**src/source/fm_map_pkg.sv**
```systemverilog
// FM register interface address map
// Global register addresses, channel and operator bases, and the
// kinds of pending slot update passed from decoder to slot store

package fm_map_pkg;

	// Global registers below the channel block
	typedef enum logic [7:0] {
		ADDR_KON   = 8'h08,
		ADDR_NOISE = 8'h0f,
		ADDR_CLKA1 = 8'h10,
		ADDR_CLKA2 = 8'h11,
		ADDR_CLKB  = 8'h12,
		ADDR_TIMER = 8'h14,
		ADDR_LFRQ  = 8'h18,
		ADDR_CTW   = 8'h1b
	} reg_addr_e;

	// Pending update queued for the slot scan
	typedef enum logic [2:0] {
		UPD_NONE,
		UPD_RL_FB_CON,
		UPD_KC,
		UPD_DT1_MUL,
		UPD_TL,
		UPD_KON
	} upd_kind_e;

	// Channel registers start here, operator registers follow
	localparam logic [7:0] CHAN_BASE = 8'h20;
	localparam logic [7:0] OPER_BASE = 8'h40;

endpackage

```
**src/source/fm_voice_pkg.sv**
```systemverilog
// FM voice store geometry
// Slot count, index widths, per-field parameter widths and timer sizes

package fm_voice_pkg;

	// Eight channels times four operators
	localparam int SLOT_COUNT = 32;
	localparam int SLOT_W     = 5;
	localparam int CH_W       = 3;
	localparam int OP_W       = 2;

	// Channel fields
	localparam int RL_W  = 2;
	localparam int FB_W  = 3;
	localparam int CON_W = 3;
	localparam int KC_W  = 7;

	// Operator fields
	localparam int DT1_W = 3;
	localparam int MUL_W = 4;
	localparam int TL_W  = 7;

	// Timers, B ticks once per 16 scan wraps
	localparam int TIMER_A_W   = 10;
	localparam int TIMER_B_W   = 8;
	localparam int TIMER_B_DIV = 16;

endpackage

```
**src/source/fm_mmr_decode.sv**
```systemverilog
// FM host register decoder
// Latches the register address, applies global registers at once and
// queues channel, operator and key-on writes as one pending slot update

module fm_mmr_decode (
	input  logic                                 clk,
	input  logic                                 rst,
	input  logic [7:0]                           d_in,
	input  logic                                 write,
	input  logic                                 a0,
	input  logic                                 upd_done,
	output logic                                 busy,
	output fm_map_pkg::upd_kind_e                upd_kind,
	output logic [fm_voice_pkg::CH_W-1:0]        upd_ch,
	output logic [fm_voice_pkg::OP_W-1:0]        upd_op,
	output logic [7:0]                           upd_data,
	output logic                                 ne,
	output logic [4:0]                           nfrq,
	output logic [7:0]                           lfo_freq,
	output logic [1:0]                           lfo_w,
	output logic                                 ct1,
	output logic                                 ct2,
	output logic [fm_voice_pkg::TIMER_A_W-1:0]   value_a,
	output logic [fm_voice_pkg::TIMER_B_W-1:0]   value_b,
	output logic                                 run_a,
	output logic                                 run_b,
	output logic                                 irq_en_a,
	output logic                                 irq_en_b,
	output logic                                 clr_flag_a,
	output logic                                 clr_flag_b
);

	logic [7:0]                    sel_addr;
	logic                          accept;
	logic                          is_chan;
	logic                          is_oper;
	fm_map_pkg::upd_kind_e         dec_kind;
	logic [fm_voice_pkg::CH_W-1:0] dec_ch;

	assign accept  = write && !busy;
	assign is_chan = (sel_addr >= fm_map_pkg::CHAN_BASE) && (sel_addr < fm_map_pkg::OPER_BASE);
	// Operator block runs up to 7Fh
	assign is_oper = (sel_addr >= fm_map_pkg::OPER_BASE) && !sel_addr[7];

	// Which slot update a data write to sel_addr would queue
	always_comb begin
		dec_kind = fm_map_pkg::UPD_NONE;
		dec_ch   = sel_addr[2:0];
		if (sel_addr == fm_map_pkg::ADDR_KON) begin
			dec_kind = fm_map_pkg::UPD_KON;
			// Key-on carries its channel in the data byte
			dec_ch   = d_in[2:0];
		end else if (is_chan) begin
			if (sel_addr[4:3] == 2'd0)
				dec_kind = fm_map_pkg::UPD_RL_FB_CON;
			else if (sel_addr[4:3] == 2'd1)
				dec_kind = fm_map_pkg::UPD_KC;
		end else if (is_oper) begin
			dec_kind = sel_addr[5] ? fm_map_pkg::UPD_TL : fm_map_pkg::UPD_DT1_MUL;
		end
	end

	always_ff @(posedge clk) begin
		if (rst) begin
			sel_addr   <= 8'h00;
			busy       <= 1'b0;
			upd_kind   <= fm_map_pkg::UPD_NONE;
			upd_ch     <= '0;
			upd_op     <= '0;
			upd_data   <= 8'h00;
			ne         <= 1'b0;
			nfrq       <= 5'd0;
			lfo_freq   <= 8'h00;
			lfo_w      <= 2'd0;
			ct1        <= 1'b0;
			ct2        <= 1'b0;
			value_a    <= '0;
			value_b    <= '0;
			run_a      <= 1'b0;
			run_b      <= 1'b0;
			irq_en_a   <= 1'b0;
			irq_en_b   <= 1'b0;
			clr_flag_a <= 1'b0;
			clr_flag_b <= 1'b0;
		end else begin
			// Flag clears are single-cycle strobes
			clr_flag_a <= 1'b0;
			clr_flag_b <= 1'b0;

			if (accept) begin
				busy <= 1'b1;
				if (!a0) begin
					sel_addr <= d_in;
				end else if (dec_kind != fm_map_pkg::UPD_NONE) begin
					upd_kind <= dec_kind;
					upd_ch   <= dec_ch;
					upd_op   <= (dec_kind == fm_map_pkg::UPD_KON) ? '0 : sel_addr[4:3];
					upd_data <= d_in;
				end else begin
					case (sel_addr)
						fm_map_pkg::ADDR_NOISE: begin
							ne   <= d_in[7];
							nfrq <= d_in[4:0];
						end
						fm_map_pkg::ADDR_CLKA1: value_a[9:2] <= d_in;
						fm_map_pkg::ADDR_CLKA2: value_a[1:0] <= d_in[1:0];
						fm_map_pkg::ADDR_CLKB:  value_b      <= d_in;
						fm_map_pkg::ADDR_TIMER: begin
							run_a      <= d_in[0];
							run_b      <= d_in[1];
							irq_en_a   <= d_in[2];
							irq_en_b   <= d_in[3];
							clr_flag_a <= d_in[4];
							clr_flag_b <= d_in[5];
						end
						fm_map_pkg::ADDR_LFRQ: lfo_freq <= d_in;
						fm_map_pkg::ADDR_CTW: begin
							ct2   <= d_in[7];
							ct1   <= d_in[6];
							lfo_w <= d_in[1:0];
						end
						// Unmapped addresses only pulse busy
						default: ;
					endcase
				end
			end else if (upd_done) begin
				upd_kind <= fm_map_pkg::UPD_NONE;
				busy     <= 1'b0;
			end else begin
				// Stay busy while a slot update waits for the scan
				busy <= (upd_kind != fm_map_pkg::UPD_NONE);
			end
		end
	end

endmodule

```
**src/source/fm_reg_top.sv**
```systemverilog
// FM host register interface top level
// Decoder, slot parameter store and timers joined together

module fm_reg_top (
	input  logic                               clk,
	input  logic                               rst,
	input  logic [7:0]                         d_in,
	input  logic                               write,
	input  logic                               a0,
	output logic                               busy,
	output logic                               ne,
	output logic [4:0]                         nfrq,
	output logic [7:0]                         lfo_freq,
	output logic [1:0]                         lfo_w,
	output logic                               ct1,
	output logic                               ct2,
	output logic [fm_voice_pkg::SLOT_W-1:0]    slot,
	output logic [fm_voice_pkg::RL_W-1:0]      rl,
	output logic [fm_voice_pkg::FB_W-1:0]      fb,
	output logic [fm_voice_pkg::CON_W-1:0]     con,
	output logic [fm_voice_pkg::KC_W-1:0]      kc,
	output logic [fm_voice_pkg::DT1_W-1:0]     dt1,
	output logic [fm_voice_pkg::MUL_W-1:0]     mul,
	output logic [fm_voice_pkg::TL_W-1:0]      tl,
	output logic                               kon,
	output logic                               flag_a,
	output logic                               flag_b,
	output logic                               irq
);

	// Pending slot update
	fm_map_pkg::upd_kind_e         upd_kind;
	logic [fm_voice_pkg::CH_W-1:0] upd_ch;
	logic [fm_voice_pkg::OP_W-1:0] upd_op;
	logic [7:0]                    upd_data;
	logic                          upd_done;
	logic                          scan_wrap;

	// Timer control
	logic [fm_voice_pkg::TIMER_A_W-1:0] value_a;
	logic [fm_voice_pkg::TIMER_B_W-1:0] value_b;
	logic run_a, run_b;
	logic irq_en_a, irq_en_b;
	logic clr_flag_a, clr_flag_b;

	fm_mmr_decode u_decode (
		.clk        (clk),
		.rst        (rst),
		.d_in       (d_in),
		.write      (write),
		.a0         (a0),
		.upd_done   (upd_done),
		.busy       (busy),
		.upd_kind   (upd_kind),
		.upd_ch     (upd_ch),
		.upd_op     (upd_op),
		.upd_data   (upd_data),
		.ne         (ne),
		.nfrq       (nfrq),
		.lfo_freq   (lfo_freq),
		.lfo_w      (lfo_w),
		.ct1        (ct1),
		.ct2        (ct2),
		.value_a    (value_a),
		.value_b    (value_b),
		.run_a      (run_a),
		.run_b      (run_b),
		.irq_en_a   (irq_en_a),
		.irq_en_b   (irq_en_b),
		.clr_flag_a (clr_flag_a),
		.clr_flag_b (clr_flag_b)
	);

	fm_slot_store u_store (
		.clk       (clk),
		.rst       (rst),
		.upd_kind  (upd_kind),
		.upd_ch    (upd_ch),
		.upd_op    (upd_op),
		.upd_data  (upd_data),
		.upd_done  (upd_done),
		.scan_wrap (scan_wrap),
		.slot      (slot),
		.rl        (rl),
		.fb        (fb),
		.con       (con),
		.kc        (kc),
		.dt1       (dt1),
		.mul       (mul),
		.tl        (tl),
		.kon       (kon)
	);

	fm_timers u_timers (
		.clk        (clk),
		.rst        (rst),
		.scan_wrap  (scan_wrap),
		.value_a    (value_a),
		.value_b    (value_b),
		.run_a      (run_a),
		.run_b      (run_b),
		.irq_en_a   (irq_en_a),
		.irq_en_b   (irq_en_b),
		.clr_flag_a (clr_flag_a),
		.clr_flag_b (clr_flag_b),
		.flag_a     (flag_a),
		.flag_b     (flag_b),
		.irq        (irq)
	);

endmodule

```
**src/source/fm_slot_store.sv**
```systemverilog
// FM slot parameter store
// Rotating scan over 32 slots applies the pending update when it reaches
// the target and streams one slot's parameters per cycle

module fm_slot_store (
	input  logic                               clk,
	input  logic                               rst,
	input  fm_map_pkg::upd_kind_e              upd_kind,
	input  logic [fm_voice_pkg::CH_W-1:0]      upd_ch,
	input  logic [fm_voice_pkg::OP_W-1:0]      upd_op,
	input  logic [7:0]                         upd_data,
	output logic                               upd_done,
	output logic                               scan_wrap,
	output logic [fm_voice_pkg::SLOT_W-1:0]    slot,
	output logic [fm_voice_pkg::RL_W-1:0]      rl,
	output logic [fm_voice_pkg::FB_W-1:0]      fb,
	output logic [fm_voice_pkg::CON_W-1:0]     con,
	output logic [fm_voice_pkg::KC_W-1:0]      kc,
	output logic [fm_voice_pkg::DT1_W-1:0]     dt1,
	output logic [fm_voice_pkg::MUL_W-1:0]     mul,
	output logic [fm_voice_pkg::TL_W-1:0]      tl,
	output logic                               kon
);

	// Per-channel fields
	logic [fm_voice_pkg::RL_W-1:0]  rl_mem  [1 << fm_voice_pkg::CH_W];
	logic [fm_voice_pkg::FB_W-1:0]  fb_mem  [1 << fm_voice_pkg::CH_W];
	logic [fm_voice_pkg::CON_W-1:0] con_mem [1 << fm_voice_pkg::CH_W];
	logic [fm_voice_pkg::KC_W-1:0]  kc_mem  [1 << fm_voice_pkg::CH_W];

	// Per-slot fields, indexed {op, ch}
	logic [fm_voice_pkg::DT1_W-1:0] dt1_mem [fm_voice_pkg::SLOT_COUNT];
	logic [fm_voice_pkg::MUL_W-1:0] mul_mem [fm_voice_pkg::SLOT_COUNT];
	logic [fm_voice_pkg::TL_W-1:0]  tl_mem  [fm_voice_pkg::SLOT_COUNT];
	logic                           kon_mem [fm_voice_pkg::SLOT_COUNT];

	logic [fm_voice_pkg::SLOT_W-1:0] scan_idx;
	logic [fm_voice_pkg::OP_W-1:0]   scan_op;
	logic [fm_voice_pkg::CH_W-1:0]   scan_ch;
	logic                            ch_hit;
	logic                            hit;

	assign scan_op = scan_idx[fm_voice_pkg::SLOT_W-1 -: fm_voice_pkg::OP_W];
	assign scan_ch = scan_idx[fm_voice_pkg::CH_W-1:0];
	assign ch_hit  = (scan_ch == upd_ch);

	always_comb begin
		case (upd_kind)
			fm_map_pkg::UPD_RL_FB_CON,
			fm_map_pkg::UPD_KC,
			fm_map_pkg::UPD_KON:     hit = ch_hit;
			fm_map_pkg::UPD_DT1_MUL,
			fm_map_pkg::UPD_TL:      hit = ch_hit && (scan_op == upd_op);
			default:                 hit = 1'b0;
		endcase
	end

	always_ff @(posedge clk) begin
		if (rst) begin
			scan_idx  <= '0;
			scan_wrap <= 1'b0;
			upd_done  <= 1'b0;
		end else begin
			scan_idx  <= scan_idx + 1'b1;
			scan_wrap <= (scan_idx == fm_voice_pkg::SLOT_W'(fm_voice_pkg::SLOT_COUNT - 1));
			upd_done  <= hit;
		end
	end

	always_ff @(posedge clk) begin
		if (rst) begin
			for (int i = 0; i < (1 << fm_voice_pkg::CH_W); i++) begin
				rl_mem[i]  <= '0;
				fb_mem[i]  <= '0;
				con_mem[i] <= '0;
				kc_mem[i]  <= '0;
			end
			for (int i = 0; i < fm_voice_pkg::SLOT_COUNT; i++) begin
				dt1_mem[i] <= '0;
				mul_mem[i] <= '0;
				tl_mem[i]  <= '0;
				kon_mem[i] <= 1'b0;
			end
		end else if (hit) begin
			case (upd_kind)
				fm_map_pkg::UPD_RL_FB_CON: begin
					rl_mem[upd_ch]  <= upd_data[7:6];
					fb_mem[upd_ch]  <= upd_data[5:3];
					con_mem[upd_ch] <= upd_data[2:0];
				end
				fm_map_pkg::UPD_KC: kc_mem[upd_ch] <= upd_data[6:0];
				fm_map_pkg::UPD_DT1_MUL: begin
					dt1_mem[{upd_op, upd_ch}] <= upd_data[6:4];
					mul_mem[{upd_op, upd_ch}] <= upd_data[3:0];
				end
				fm_map_pkg::UPD_TL: tl_mem[{upd_op, upd_ch}] <= upd_data[6:0];
				fm_map_pkg::UPD_KON: begin
					// Mask bit 3 is operator 0, bit 6 operator 3
					for (int op = 0; op < (1 << fm_voice_pkg::OP_W); op++)
						kon_mem[{fm_voice_pkg::OP_W'(op), upd_ch}] <= upd_data[3 + op];
				end
				default: ;
			endcase
		end
	end

	// Slot index and its fields leave together
	always_ff @(posedge clk) begin
		if (rst) begin
			slot <= '0;
			rl   <= '0;
			fb   <= '0;
			con  <= '0;
			kc   <= '0;
			dt1  <= '0;
			mul  <= '0;
			tl   <= '0;
			kon  <= 1'b0;
		end else begin
			slot <= scan_idx;
			rl   <= rl_mem[scan_ch];
			fb   <= fb_mem[scan_ch];
			con  <= con_mem[scan_ch];
			kc   <= kc_mem[scan_ch];
			dt1  <= dt1_mem[scan_idx];
			mul  <= mul_mem[scan_idx];
			tl   <= tl_mem[scan_idx];
			kon  <= kon_mem[scan_idx];
		end
	end

endmodule

```
**src/source/fm_timers.sv**
```systemverilog
// FM timers A and B
// Up-counters clocked by scan wraps, B through a divide-by-16 prescaler;
// overflow sets a sticky flag, reloads the count and may raise irq

module fm_timers (
	input  logic                                clk,
	input  logic                                rst,
	input  logic                                scan_wrap,
	input  logic [fm_voice_pkg::TIMER_A_W-1:0]  value_a,
	input  logic [fm_voice_pkg::TIMER_B_W-1:0]  value_b,
	input  logic                                run_a,
	input  logic                                run_b,
	input  logic                                irq_en_a,
	input  logic                                irq_en_b,
	input  logic                                clr_flag_a,
	input  logic                                clr_flag_b,
	output logic                                flag_a,
	output logic                                flag_b,
	output logic                                irq
);

	logic [$clog2(fm_voice_pkg::TIMER_B_DIV)-1:0] pre_cnt;
	logic [fm_voice_pkg::TIMER_A_W-1:0]           cnt_a;
	logic [fm_voice_pkg::TIMER_B_W-1:0]           cnt_b;
	logic run_a_q, run_b_q;
	logic wrap_b;
	logic tick_a, tick_b;
	logic ovf_a, ovf_b;

	assign wrap_b = scan_wrap && (pre_cnt == fm_voice_pkg::TIMER_B_DIV - 1);
	// Counting starts the cycle after the run edge has loaded the value
	assign tick_a = run_a && run_a_q && scan_wrap;
	assign tick_b = run_b && run_b_q && wrap_b;
	assign ovf_a  = tick_a && (&cnt_a);
	assign ovf_b  = tick_b && (&cnt_b);

	assign irq = (flag_a && irq_en_a) || (flag_b && irq_en_b);

	always_ff @(posedge clk) begin
		if (rst) begin
			pre_cnt <= '0;
			run_a_q <= 1'b0;
			run_b_q <= 1'b0;
			cnt_a   <= '0;
			cnt_b   <= '0;
			flag_a  <= 1'b0;
			flag_b  <= 1'b0;
		end else begin
			run_a_q <= run_a;
			run_b_q <= run_b;

			if (wrap_b)
				pre_cnt <= '0;
			else if (scan_wrap)
				pre_cnt <= pre_cnt + 1'b1;

			if ((run_a && !run_a_q) || ovf_a)
				cnt_a <= value_a;
			else if (tick_a)
				cnt_a <= cnt_a + 1'b1;

			if ((run_b && !run_b_q) || ovf_b)
				cnt_b <= value_b;
			else if (tick_b)
				cnt_b <= cnt_b + 1'b1;

			// An overflow wins over a clear in the same cycle
			if (ovf_a)
				flag_a <= 1'b1;
			else if (clr_flag_a)
				flag_a <= 1'b0;

			if (ovf_b)
				flag_b <= 1'b1;
			else if (clr_flag_b)
				flag_b <= 1'b0;
		end
	end

endmodule

```
**config.mk**
```make
export PLATFORM = sky130hd
export DESIGN_NAME = fm_reg_top
export DESIGN_NICKNAME = d
export VERILOG_FILES = /design/src/source/fm_map_pkg.sv /design/src/source/fm_voice_pkg.sv /design/src/source/fm_mmr_decode.sv /design/src/source/fm_reg_top.sv /design/src/source/fm_slot_store.sv /design/src/source/fm_timers.sv
export SDC_FILE = /design/constraint.sdc
export NUM_CORES = 1
export LEC_CHECK = 0
export ABC_AREA = 1
export BUFFER_PORTS_ARGS = -buffer_cell sky130_fd_sc_hd__buf_2
export CORE_ASPECT_RATIO = 1.1
export CORE_MARGIN = 1.5
export CORE_UTILIZATION = 35
export CTS_CLUSTER_SIZE = 30
export DETAILED_ROUTE_END_ITERATION = 10
export MAX_ROUTING_LAYER = met4
export SYNTH_ARGS = -nofsm -noshare
export SYNTH_HDL_FRONTEND = slang
export SYNTH_SLANG_ARGS = --single-unit
```
**constraint.sdc**
```tcl
create_clock -name clk -period 5.75 [get_ports clk]
set_input_delay 0 -clock clk [delete_from_list [all_inputs] [get_ports clk]]
set_output_delay 0 -clock clk [all_outputs]
set_load 0.01 [all_outputs]
```
; ---- Word level (Yosys, flattened, before mapping)
; Memory sizes are Yosys's and may differ from the RTL's. A register that Yosys moved wholly into a read port is not among the register bits.
; Cells that the tools add are included.
; Widths: inputs -> output; s select.
[op_classes]
n_addsub = 4
n_lt_le_gt_ge = 3
n_eq_ne = 21
n_mux = 78
n_bitwise = 4
n_reduce_logical = 57
[op_table]
columns = operator, n
row1 = $mux 3, 17
row2 = $eq 8x5->1 const B, 6
row3 = $mux 1, 43
row4 = $mux 5, 7
row5 = $reduce_and 4->1, 7
row6 = $mux 10, 2
row7 = $eq 8x4->1 const B, 2
row8 = $mux 8, 2
row9 = $logic_and 1x1->1, 15
row10 = $mux 7, 2
row11 = $reduce_or 7->1, 2
row12 = $reduce_or 3->1, 4
row13 = $add 10x1->10 const B, 1
row14 = $reduce_and 10->1, 1
row15 = $reduce_bool 2->1, 5
row16 = $eq 3x3->1 const B, 3
row17 = $add 8x1->8 const B, 1
row18 = $ge 8x6->1 const B, 1
row19 = $ge 8x7->1 const B, 1
row20 = $lt 8x7->1 const B, 1
row21 = $reduce_and 8->1, 1
row22 = $eq 3x2->1 const B, 2
row23 = $mux 2, 3
row24 = $reduce_and 3->1, 2
row25 = 21 further kinds, 36
[totals]
ff_bits = 105
ram_bits = 600
input_bits = 12
output_inout_bits = 57
elab_cells = 207
mem_count = 8
[memory_table]
columns = memory, words, word_bits, read_ports, rd_ports_with_merged_regs, wr, line_no
row1 = u_store.tl_mem, 32, 7, 1, 1, 32, fm_slot_store.sv:34  ; logic [fm_voice_pkg::TL_W-1:0] tl_mem [fm_voice_pkg::SLOT_COUNT];
row2 = u_store.mul_mem, 32, 4, 1, 1, 32, fm_slot_store.sv:33  ; logic [fm_voice_pkg::MUL_W-1:0] mul_mem [fm_voice_pkg::SLOT_COUNT];
row3 = u_store.dt1_mem, 32, 3, 1, 1, 32, fm_slot_store.sv:32  ; logic [fm_voice_pkg::DT1_W-1:0] dt1_mem [fm_voice_pkg::SLOT_COUNT];
row4 = u_store.kc_mem, 8, 7, 1, 1, 8, fm_slot_store.sv:29  ; logic [fm_voice_pkg::KC_W-1:0] kc_mem [1 << fm_voice_pkg::CH_W];
row5 = u_store.kon_mem, 32, 1, 1, 1, 32, fm_slot_store.sv:35  ; logic kon_mem [fm_voice_pkg::SLOT_COUNT];
row6 = u_store.con_mem, 8, 3, 1, 1, 8, fm_slot_store.sv:28  ; logic [fm_voice_pkg::CON_W-1:0] con_mem [1 << fm_voice_pkg::CH_W];
row7 = +2 memories, n/a, n/a, n/a, n/a, n/a, n/a

; ---- Depth between registers and ports, before layout
; Gate-level depths: netlist of the first run.
[logic_depth]
depth_word = 9
mapped_depth = 12
mapped_depth_nobuf = 11

; ---- Cells and area by module
; Synthesis of the first run repeated with hierarchy kept, for this count alone.
[hier_totals]
hier_cells = 4067
area_unflattened_um2 = 34919.7
[modules_own_cells]
columns = mod, n_inst, cells_each, area_each_um2, seq_area_each_um2
row1 = fm_slot_store, 1, 3326, 30010.0, 18858.1
row2 = fm_mmr_decode, 1, 464, 3189.3, 1341.3
row3 = fm_timers, 1, 277, 1720.4, 520.5

; ---- Worst setup path after synthesis of the first run
; No wires, ideal clock.
[synth_timing]
path_kind = register to register
start = register u_store.scan_idx[0] (netlist name)
end = memory u_store.tl_mem[10][0] (netlist name) (enable)
setup_ps = 324
t_arrival_ps = 1837
required_time_ps = 5426
setup_slack_ps = 3590
stages_incl_launch_ff = 12
path_buffers = 3
synth_period_minus_slack_ps = 2160
path_cell_list = dfxtp_1 > inv_2 > buf_4 > nand2_1 > o21ai_1 > a21oi_2 > nand2_1 > a21oi_2 > buf_6 > buf_8 > nand3_4 > nand2_1
[synth_lines]
columns = item, line_no
row1 = from (decl), fm_slot_store.sv:37  ; logic [fm_voice_pkg::SLOT_W-1:0] scan_idx;
row2 = from (signal assigned), fm_slot_store.sv:64  ; scan_idx <= scan_idx + 1'b1;
row3 = to (decl), fm_slot_store.sv:34

==> results of run 1 <==
## worst reg2reg max path, cell delays in order, from the launching register on
cell and delay [ns]:
dfxtp_4 0.51, inv_8 0.80, o21ai_0 0.25, a21oi_1 0.21, nand2_1 0.17, a21oi_4 0.76, buf_12 0.39, nand3_1 0.33
nand2_1 0.35
## where the power goes
| part | switching, mW | internal, mW |
|---|---|---|
| Clock | 2.08 | 2.71 |
| Sequential | 0.0814 | 5.92 |
| Combinational | 0.743 | 0.241 |
## timing repair
| action | CTS | global route |
|---|---|---|
| hold endpoints to repair | 82 | 0 |
| hold buffers | 12 | 0 |
| setup endpoints to repair | 0 | 0 |
| resized for setup | 0 | 0 |
## cell usage in the layout, fill, tap and decap left out, types with 23 or more instances in the layout
master     count
nor2_1      1149
edfxtp_1     600
nand2_1      371
o21ai_0      325
nand3_1      168
dfxtp_1      132
inv_1        123
o211ai_1     121
clkbuf_16     80
buf_2         68
a21oi_1       53
nand3_4       46
o22ai_1       30
buf_4         30
clkbuf_1      23
## per-layer routing
layer	track usage	routed length, um	part of all wire
met5	-	0	0
met4	0.0575	2050	0.022
met3	0.0241	6100	0.067
met2	0.311	44200	0.48
met1	0.247	39000	0.43
## area by class of cell
cell class,instances,area [sq um]
fillers,9364,57200
flip-flops and latches,735,20700
multi-input cells,2355,11100
clock buffers,104,2100
well taps,1260,1580
repair buffers,113,746
inverters,138,544
clock inverters,39,284
## sequential cells by signal (all words and copies together) (netlist names), 16 cells and up
| name | count |
|---|---|
| u_store.tl_mem | 224 |
| u_store.mul_mem | 128 |
| u_store.dt1_mem | 96 |
| u_store.kc_mem | 56 |
| u_store.kon_mem | 32 |
| u_store.con_mem | 24 |
| u_store.fb_mem | 24 |
| u_store.rl_mem | 16 |
## worst paths after layout
path                                      startpoint                    to  slack [ns]  cells past startpoint
worst min register to register  u_decode.lfo_freq[0]  u_decode.lfo_freq[0]        0.44                      2
worst max-delay path             u_store.scan_idx[0]  u_store.tl_mem[0][4]        1.66                      8
worst max register to register   u_store.scan_idx[0]  u_store.tl_mem[0][4]        1.66                      8
worst min-delay path                           write         u_decode.busy        0.16                      3
## through the flow
stage	setup WS [ns]	utilization	hold WS (ns)	total power [mW]	std cells
floorplan	3.59	-	0.121	6.72	3470
global placement	1.78	0.367	0.366	7.08	4589
detailed placement	1.70	0.367	0.366	7.09	4589
CTS	1.69	0.393	0.102	11.9	4744
global route	1.43	0.393	0.155	12.2	4744
finish	1.66	0.393	0.159	11.8	4744
## cell families (layout without fill, tap and decap cells)
family	Yosys count	in the layout
mux	1	1
compound gates	538	538
simple gates	1803	1803
buf+inv	380	394
xor+xnor	8	8
fa+ha+maj	5	5
flops	735	735
==> run metrics, run 1 <==
status finished clean; pwr dens 318 nW/um^2; largest family of logic cells by synthesized area simple AND/OR/NAND/NOR gates; largest area contributor in the netlist edfxtp_1; Worst path slowest cell inv_8; GR Util All Layers 0.190; first-pass GRT wire length 139 mm; number of synthesized register bits 735; library cells used by synthesis 38; slew at the pin with the worst max-slew slack about 1.1 ns; Rows approximately 120; hpwl dp 55.6 mm; DRC viols 0; Syn Inst Count between 3,000 and 4,000; max_cap viols 0; Die Y between 300 and 400 um; layout cells sized above 1 0.0858; final hold vios 0; Most Frequent Cell on Critical Path nand2_1; synth cell count leaders 1,149 x nor2_1, 600 x edfxtp_1, 371 x nand2_1; min Tclk post-route 4.09 ns; vias in the first global route between 20,000 and 25,000; crit end category register; Fin Setup TNS 0 ns; CTS Buf Count a little under 80; Ports 69; max frequency 245 MHz; Synth top area share 0.541; Port Buf Inserts 68; Final #Nets around 3,400; root buffer cell clkbuf_16; Leak Pwr 12.9 nW; Initial Utilization 0.354; Die W roughly 300 um; Crit Path Max Fanout between 150 and 200; mux cell area share after synthesis 0.000300; CTS tree yes; xor and xnor area share after synthesis 0.00210; count leader, synth nor2_1; average cell area after synthesis approximately 9.6 sq um; fin crit share 0.711; dominant cells by area after synthesis edfxtp_1 54%, nor2_1 13%, dfxtp_1 8.1%; mapped cell area around 33,000 sq um; clock tree buffer depth 3; CP cell instances inv_8 > o21ai_0 > a21oi_1 > nand2_1 > a21oi_4 > buf_12 > nand3_1 > nand2_1; aggregate routed wire length between 90 and 100 mm; Worst-path clk slew approximately 0.06 ns; largest net degree at the start of global routing between 150 and 200; Placed Area ~35,000 sq um; Worst Path Required approximately 6.1 ns; number of flops mapped to enable cells by yosys 600; register area share after synthesis 0.622; GRT Residual Overflow 0; Vias/cell 5.14; iteration count of the initial detailed-routing pass 5; Core ar. about 94,000 sq um; initial antenna violation count 0; Placer Congestion 0.857; kind of critical path reg2reg; skew final 0.0281 ns; Post-Synth Adder-Cell Area 0.00188; VDD IR-drop max 0.000186 V; final instance area between 30,000 and 40,000 sq um; slowest stage delay, CP 0.78 ns; Buffers & Inverters on Critical Path 2; WL/cell a little under 20 um; worst hold path class in2reg; CP delay by family, top buffers and inverters; Final setup viols 0; H-tree Lvls 3; simple-gate area share of the yosys netlist 0.235; Vias ~24,000; Synth Net Count approximately 3,500; ys async rst share 0; crit path launch type register; die area roughly 97,000 sq um; area grow syn2layout 11.2%; Synth Area in Compound Gates 0.0917; relative slew slack 0.267; Max Slew Vio Count 0; main flop type after synthesis edfxtp_1; clk_lat worst skew approximately 0.64 ns; Setup Fix Bufs, Post-CTS 0; Antenna Cells 0; YS warnings 0; Detailed Route Iter0 Violations about 2,400; unrepaired setup endpoints after global routing false; CTS sink cnt around 740; Routed Antenna Nets 0; Critical Path AT approximately 4.4 ns
(Power assumes the default switching activity.)
==> run 2: changes to the inputs <==
- ABC_AREA: 1 -> 0
- clock period: 5.75 -> 3.7 ns (I/O delays scaled with it)
==> run metrics, run 2 <==
Die W 292 um (was 297 um); fin crit share 0.923 (was 0.711); min Tclk post-route 3.42 ns (was 4.09 ns); CP cell instances xor2_1 > or4_1 > or4_4 > nor2_1 > buf_4 > a21o_1 (was inv_8 > o21ai_0 > a21oi_1 > nand2_1 > a21oi_4 > buf_12 > nand3_1 > nand2_1); Ports 69 (unchanged); Worst path slowest cell or4_1 (was inv_8); dominant cells by area after synthesis edfxtp_1 56%, dfxtp_1 8.4%, nor2_1 7.3% (was edfxtp_1 54%, nor2_1 13%, dfxtp_1 8.1%); count leader, synth nor2_1 (unchanged); Final Non-Filler Cells 3,789 (was 4,744); skew final 0.0241 ns (was 0.0281 ns); max_cap viols 0 (unchanged); CTS tree yes (unchanged); largest area contributor in the netlist edfxtp_1 (unchanged); synth cell count leaders 624 x nor2_1, 600 x edfxtp_1, 178 x mux2i_1 (was 1,149 x nor2_1, 600 x edfxtp_1, 371 x nand2_1); CTS sink cnt 735 (unchanged); register area share after synthesis 0.646 (was 0.622); H-tree Lvls 3 (unchanged); aggregate routed wire length 86.5 mm (was 91.3 mm); layout cells sized above 1 0.159 (was 0.0858); mapped cell area 32,100 sq um (was 33,300 sq um); Critical Path AT 3.71 ns (was 4.39 ns); Biggest register u_store.tl_mem (unchanged); Fin Setup TNS 0 ns (unchanged); crit end category register (unchanged); Placer Congestion 0.873 (was 0.857); library cells used by synthesis 58 (was 38); pwr dens 490 nW/um^2 (was 318 nW/um^2); initial antenna violation count 1 (was 0); die area 93,400 sq um (was 97,000 sq um); average cell area after synthesis 12.9 sq um (was 9.60 sq um); main flop type after synthesis edfxtp_1 (unchanged); CTS Buf Count 77 (was 79); ys async rst share 0 (unchanged); worst reg-to-reg setup slack 0.28 ns (was 1.66 ns); slowest stage delay, CP 0.68 ns (was 0.78 ns); Initial Utilization 0.353 (was 0.354); largest net degree at the start of global routing 108 (was 193); Final setup viols 0 (unchanged); GR Util All Layers 0.188 (was 0.190); GRT Residual Overflow 0 (unchanged); YS warnings 0 (unchanged); multi-input logic area 10,500 sq um (was 11,100 sq um); Leak Pwr 12.6 nW (was 12.9 nW); relative slew slack 0.157 (was 0.267); VDD IR-drop max 0.000313 V (was 0.000186 V); fin util 0.401 (was 0.393); root buffer cell clkbuf_16 (unchanged); Syn Inst Count 2,485 (was 3,470); vias in the first global route 20,626 (was 23,454); iteration count of the initial detailed-routing pass 5 (unchanged); crit path launch type register (unchanged); Setup Fix Bufs, Post-CTS 0 (unchanged); Synth Net Count 2,502 (was 3,487); WL/cell 22.8 um (was 19.3 um); first-pass GRT wire length 129 mm (was 139 mm); Rows 116 (was 118); worst hold path class in2reg (unchanged); largest registers u_store.tl_mem: 224 flops, u_store.mul_mem: 128 flops, u_store.dt1_mem: 96 flops (unchanged); final hold vios 0 (unchanged); Vias/cell 5.47 (was 5.14); Die Y 320 um (was 327 um); Reg area 20,700 sq um (unchanged); Pwr Total 17.9 mW (was 11.8 mW); Crit Path Max Fanout 15 (was 192); slew at the pin with the worst max-slew slack 1.26 ns (was 1.10 ns); Worst Path Required 4.00 ns (was 6.05 ns); number of flops mapped to enable cells by yosys 600 (unchanged); placed insts 3,625 (was 4,589); kind of critical path reg2reg (unchanged); Final #Nets 2,567 (was 3,439); commonest non-fill, non-tap cell in the layout nor2_1 (unchanged); area grow syn2layout 13.6% (was 11.2%); Fill cells 8,442 (was 9,364); max frequency 293 MHz (was 245 MHz); Vias 20,743 (was 24,407); cts repair resizes 0 (unchanged); CTS hold repair buffers 26 (was 12); Routed Antenna Nets 0 (unchanged); unrepaired setup endpoints after global routing false (unchanged); Max Slew Vio Count 0 (unchanged); Core ar. 90,900 sq um (was 94,200 sq um); clk_lat worst skew 0.63 ns (was 0.64 ns); Largest register FFs 224 (unchanged); Antenna Cells 0 (unchanged); Detailed Route Iter0 Violations 2,191 (was 2,352); most frequent cells in the layout 623 x nor2_1, 600 x edfxtp_1, 178 x mux2i_1 (was 1,149 x nor2_1, 600 x edfxtp_1, 371 x nand2_1); hpwl dp 58.0 mm (was 55.6 mm); DRC viols 0 (unchanged); number of synthesized register bits 735 (unchanged); clock tree buffer depth 3 (unchanged); Port Buf Inserts 68 (unchanged); Worst-path clk slew 0.06 ns (about the same); Synth top area share 0.562 (was 0.541); status finished clean (unchanged)
-- run 2: worst paths after layout --
check                                         start                     to  cells past startpoint
worst max-delay path             u_decode.upd_ch[2]  u_store.tl_mem[13][6]                      6
worst min-delay path                        d_in[5]    u_decode.clr_flag_b                      3
worst max register to register   u_decode.upd_ch[2]  u_store.tl_mem[13][6]                      6
worst min register to register  u_decode.value_b[4]      u_timers.cnt_b[4]                      2
-- run 2: final cells by class --
cell class | count | share of cell area
clock inverters | 37 | 0.00721
clock buffers | 101 | 0.0577
flip-flops and latches | 735 | 0.569
repair buffers | 193 | 0.0374
multi-input cells | 1533 | 0.287
inverters | 10 | 0.00103
well taps | 1180 | 0.0405
-- run 2: metal layers --
metal / up-vias / wire length (um) / track usage
met2: 1016 / 41900 / 0.309
met5: - / 0 / -
met3: 182 / 7160 / 0.0327
met1: 10378 / 34800 / 0.238
met4: 0 / 2630 / 0.0598
li1: 9167 / - / -
-- run 2: power breakdown --
part | leakage (nW) | internal (mW) | switching [mW]
sequential | 7.29 | 9.19 | 0.127
combinational | 4.19 | 0.466 | 0.746
clock | 1.15 | 4.15 | 3.18
total | 12.6 | 13.8 | 4.05
-- run 2: per-stage QoR --
stage | hold slack (ns) | area [sq um] | worst slack, ns
2_1_floorplan | 0.136 | 32100 | 0.977
3_3_place_gp | 0.343 | 33800 | 0.400
3_5_place_dp | 0.357 | 33800 | 0.356
4_1_cts | 0.270 | 36400 | 0.320
5_1_grt | 0.308 | 36400 | 0.141
6_report | 0.312 | 36400 | 0.283
-- run 2: critical path: cells and delay by family (launching register included) --
kind | cells | cell delay [ns]
buf+inv | 1 | 0.22
flops | 1 | 0.61
xor+xnor | 1 | 0.14
simple gates | 3 | 1.85
compound gates | 1 | 0.26
-- run 2: kinds of logic (layout without fill, tap and decap cells) --
family	after synthesis	after routing	synth area share
AO/OA/AOI/OAI	279	279	0.0627
XOR/XNOR	15	15	0.00410
adder cells (fa/ha/maj)	5	5	0.00195
buffers and inverters	217	341	0.0281
flip-flops	735	735	0.646
multiplexers	275	275	0.123
AND/OR/NAND/NOR	959	959	0.133
==> run 3: changes to the inputs <==
- CORE_UTILIZATION: 35 -> 45
==> run metrics, run 3 (synthesized netlist as in run 2, its figures left out) <==
Die W 257 um (was 292 um); Worst Path Required 4.19 ns (was 4.00 ns); slew at the pin with the worst max-slew slack 1.32 ns (was 1.26 ns); CTS hold repair buffers 26 (unchanged); Pwr Total 18.3 mW (was 17.9 mW); cts repair resizes 0 (unchanged); Critical Path AT 3.64 ns (was 3.71 ns); final hold vios 0 (unchanged); largest net degree at the start of global routing 123 (was 108); unrepaired setup endpoints after global routing false (unchanged); Routed Antenna Nets 0 (unchanged); Core ar. 70,400 sq um (was 90,900 sq um); first-pass GRT wire length 126 mm (was 129 mm); GRT Residual Overflow 0 (unchanged); Fin Setup TNS 0 ns (unchanged); CTS tree yes (unchanged); skew final 0.0240 ns (was 0.0241 ns); iteration count of the initial detailed-routing pass 7 (was 5); crit end category register (unchanged); Initial Utilization 0.455 (was 0.353); area grow syn2layout 12.8% (was 13.6%); clk_lat worst skew 0.61 ns (was 0.63 ns); DRC viols 0 (unchanged); Leak Pwr 12.6 nW (about the same); Detailed Route Iter0 Violations 1,962 (was 2,191); min Tclk post-route 3.15 ns (was 3.42 ns); Vias 20,398 (was 20,743); most frequent cells in the layout 622 x nor2_1, 600 x edfxtp_1, 178 x mux2i_1 (was 623 x nor2_1, 600 x edfxtp_1, 178 x mux2i_1); status finished clean (unchanged); worst hold path class in2reg (unchanged); Rows 102 (was 116); Final setup viols 0 (unchanged); Vias/cell 5.79 (was 5.47); Port Buf Inserts 68 (unchanged); Die Y 283 um (was 320 um); hpwl dp 54.1 mm (was 58.0 mm); Worst path slowest cell nor2b_4 (was or4_1); aggregate routed wire length 83.6 mm (was 86.5 mm); H-tree Lvls 3 (unchanged); Worst-path clk slew 0.06 ns (about the same); Crit Path Max Fanout 38 (was 15); GR Util All Layers 0.236 (was 0.188); Final #Nets 2,546 (was 2,567); Antenna Cells 0 (unchanged); layout cells sized above 1 0.156 (was 0.159); root buffer cell clkbuf_16 (unchanged); worst hold margin 0.290 ns (was 0.312 ns); Largest register FFs 224 (unchanged); Max Slew Vio Count 0 (unchanged); Placer Congestion 0.867 (was 0.873); Most Frequent Cell on Critical Path buf_4; initial antenna violation count 0 (was 1); CTS sink cnt 735 (unchanged); vias in the first global route 20,141 (was 20,626); max frequency 318 MHz (was 293 MHz); commonest non-fill, non-tap cell in the layout nor2_1 (unchanged); slowest stage delay, CP 0.80 ns (was 0.68 ns); die area 72,800 sq um (was 93,400 sq um); fin crit share 0.851 (was 0.923); CTS Buf Count 77 (unchanged); CP cell instances buf_4 > nor2b_4 > buf_4 > a221oi_1 > a22oi_1 > o21ai_0 > a22o_1 (was xor2_1 > or4_1 > or4_4 > nor2_1 > buf_4 > a21o_1); Ports 69 (unchanged); largest registers u_store.tl_mem: 224 flops, u_store.mul_mem: 128 flops, u_store.dt1_mem: 96 flops (unchanged); max_cap viols 0 (unchanged); crit path launch type register (unchanged); pwr dens 506 nW/um^2 (was 490 nW/um^2); relative slew slack 0.120 (was 0.157); Biggest register u_store.tl_mem (unchanged); kind of critical path reg2reg (unchanged); clock tree buffer depth 3 (unchanged); Fill cells 6,041 (was 8,442); WL/cell 23.7 um (was 22.8 um); VDD IR-drop max 0.000398 V (was 0.000313 V); Setup Fix Bufs, Post-CTS 0 (unchanged)
## run 3: cell types whose count changed in the layout (fill, tap and decap cells not counted), moves of 2 or more
cell,change
clkinv_1,-5
clkbuf_1,-4
clkinv_2,+5
inv_6,-2
buf_4,-22
bufinv_16,+6
## run 3: path summary, 6_finish.rpt
kind	from	endpoint	slack [ns]	cells past startpoint
setup / recovery	u_store.scan_idx[2]	u_store.tl[5]	0.55	7
setup reg to reg	u_store.scan_idx[2]	u_store.tl[5]	0.55	7
hold reg to reg	u_decode.value_b[4]	u_timers.cnt_b[4]	0.46	2
hold / removal	d_in[5]	u_decode.clr_flag_b	0.29	3
## run 3: area by class of cell
| type | instances | area [sq um] | share of cell area |
|---|---|---|---|
| well taps | 936 | 1170 | 0.0324 |
| clock buffers | 99 | 2120 | 0.0588 |
| multi-input cells | 1533 | 10500 | 0.289 |
| inverters | 10 | 37.5 | 0.00104 |
| flip-flops and latches | 735 | 20700 | 0.573 |
| clock inverters | 39 | 405 | 0.0112 |
| repair buffers | 172 | 1220 | 0.0337 |
## run 3: through the flow
stage / cell area, sq um / setup WS, ns / utilization / std cells
floorplan: 32100 / 0.977 / - / 2485
global placement: 33400 / 0.667 / 0.473 / 3360
detailed placement: 33400 / 0.582 / 0.473 / 3360
CTS: 36100 / 0.559 / 0.513 / 3524
global route: 36100 / 0.362 / 0.513 / 3524
finish: 36100 / 0.551 / 0.513 / 3524
## run 3: critical path: cells and delay by family, from the launching register on
family / cells / cell delay, ns
AOI/OAI and AO/OA: 4 / 0.94
buffers and inverters: 2 / 0.95
DFF: 1 / 0.35
and+or+nand+nor: 1 / 0.80
## run 3: routing by layer
metal | GRT usage | wire, um | up-vias | part of all wire
met1 | 0.302 | 33700 | 10335 | 0.40
met4 | 0.0632 | 1870 | 0 | 0.022
met3 | 0.0311 | 5570 | 123 | 0.067
met2 | 0.395 | 42500 | 821 | 0.51
met5 | - | 0 | - | 0
li1 | - | - | 9119 | -
## run 3: power breakdown
part           leakage [nW]  internal (mW)  switching (mW)
Clock                  1.24           4.62            3.18
Combinational          4.10          0.466           0.740
Sequential             7.29           9.19           0.115
Total                  12.6           14.3            4.03
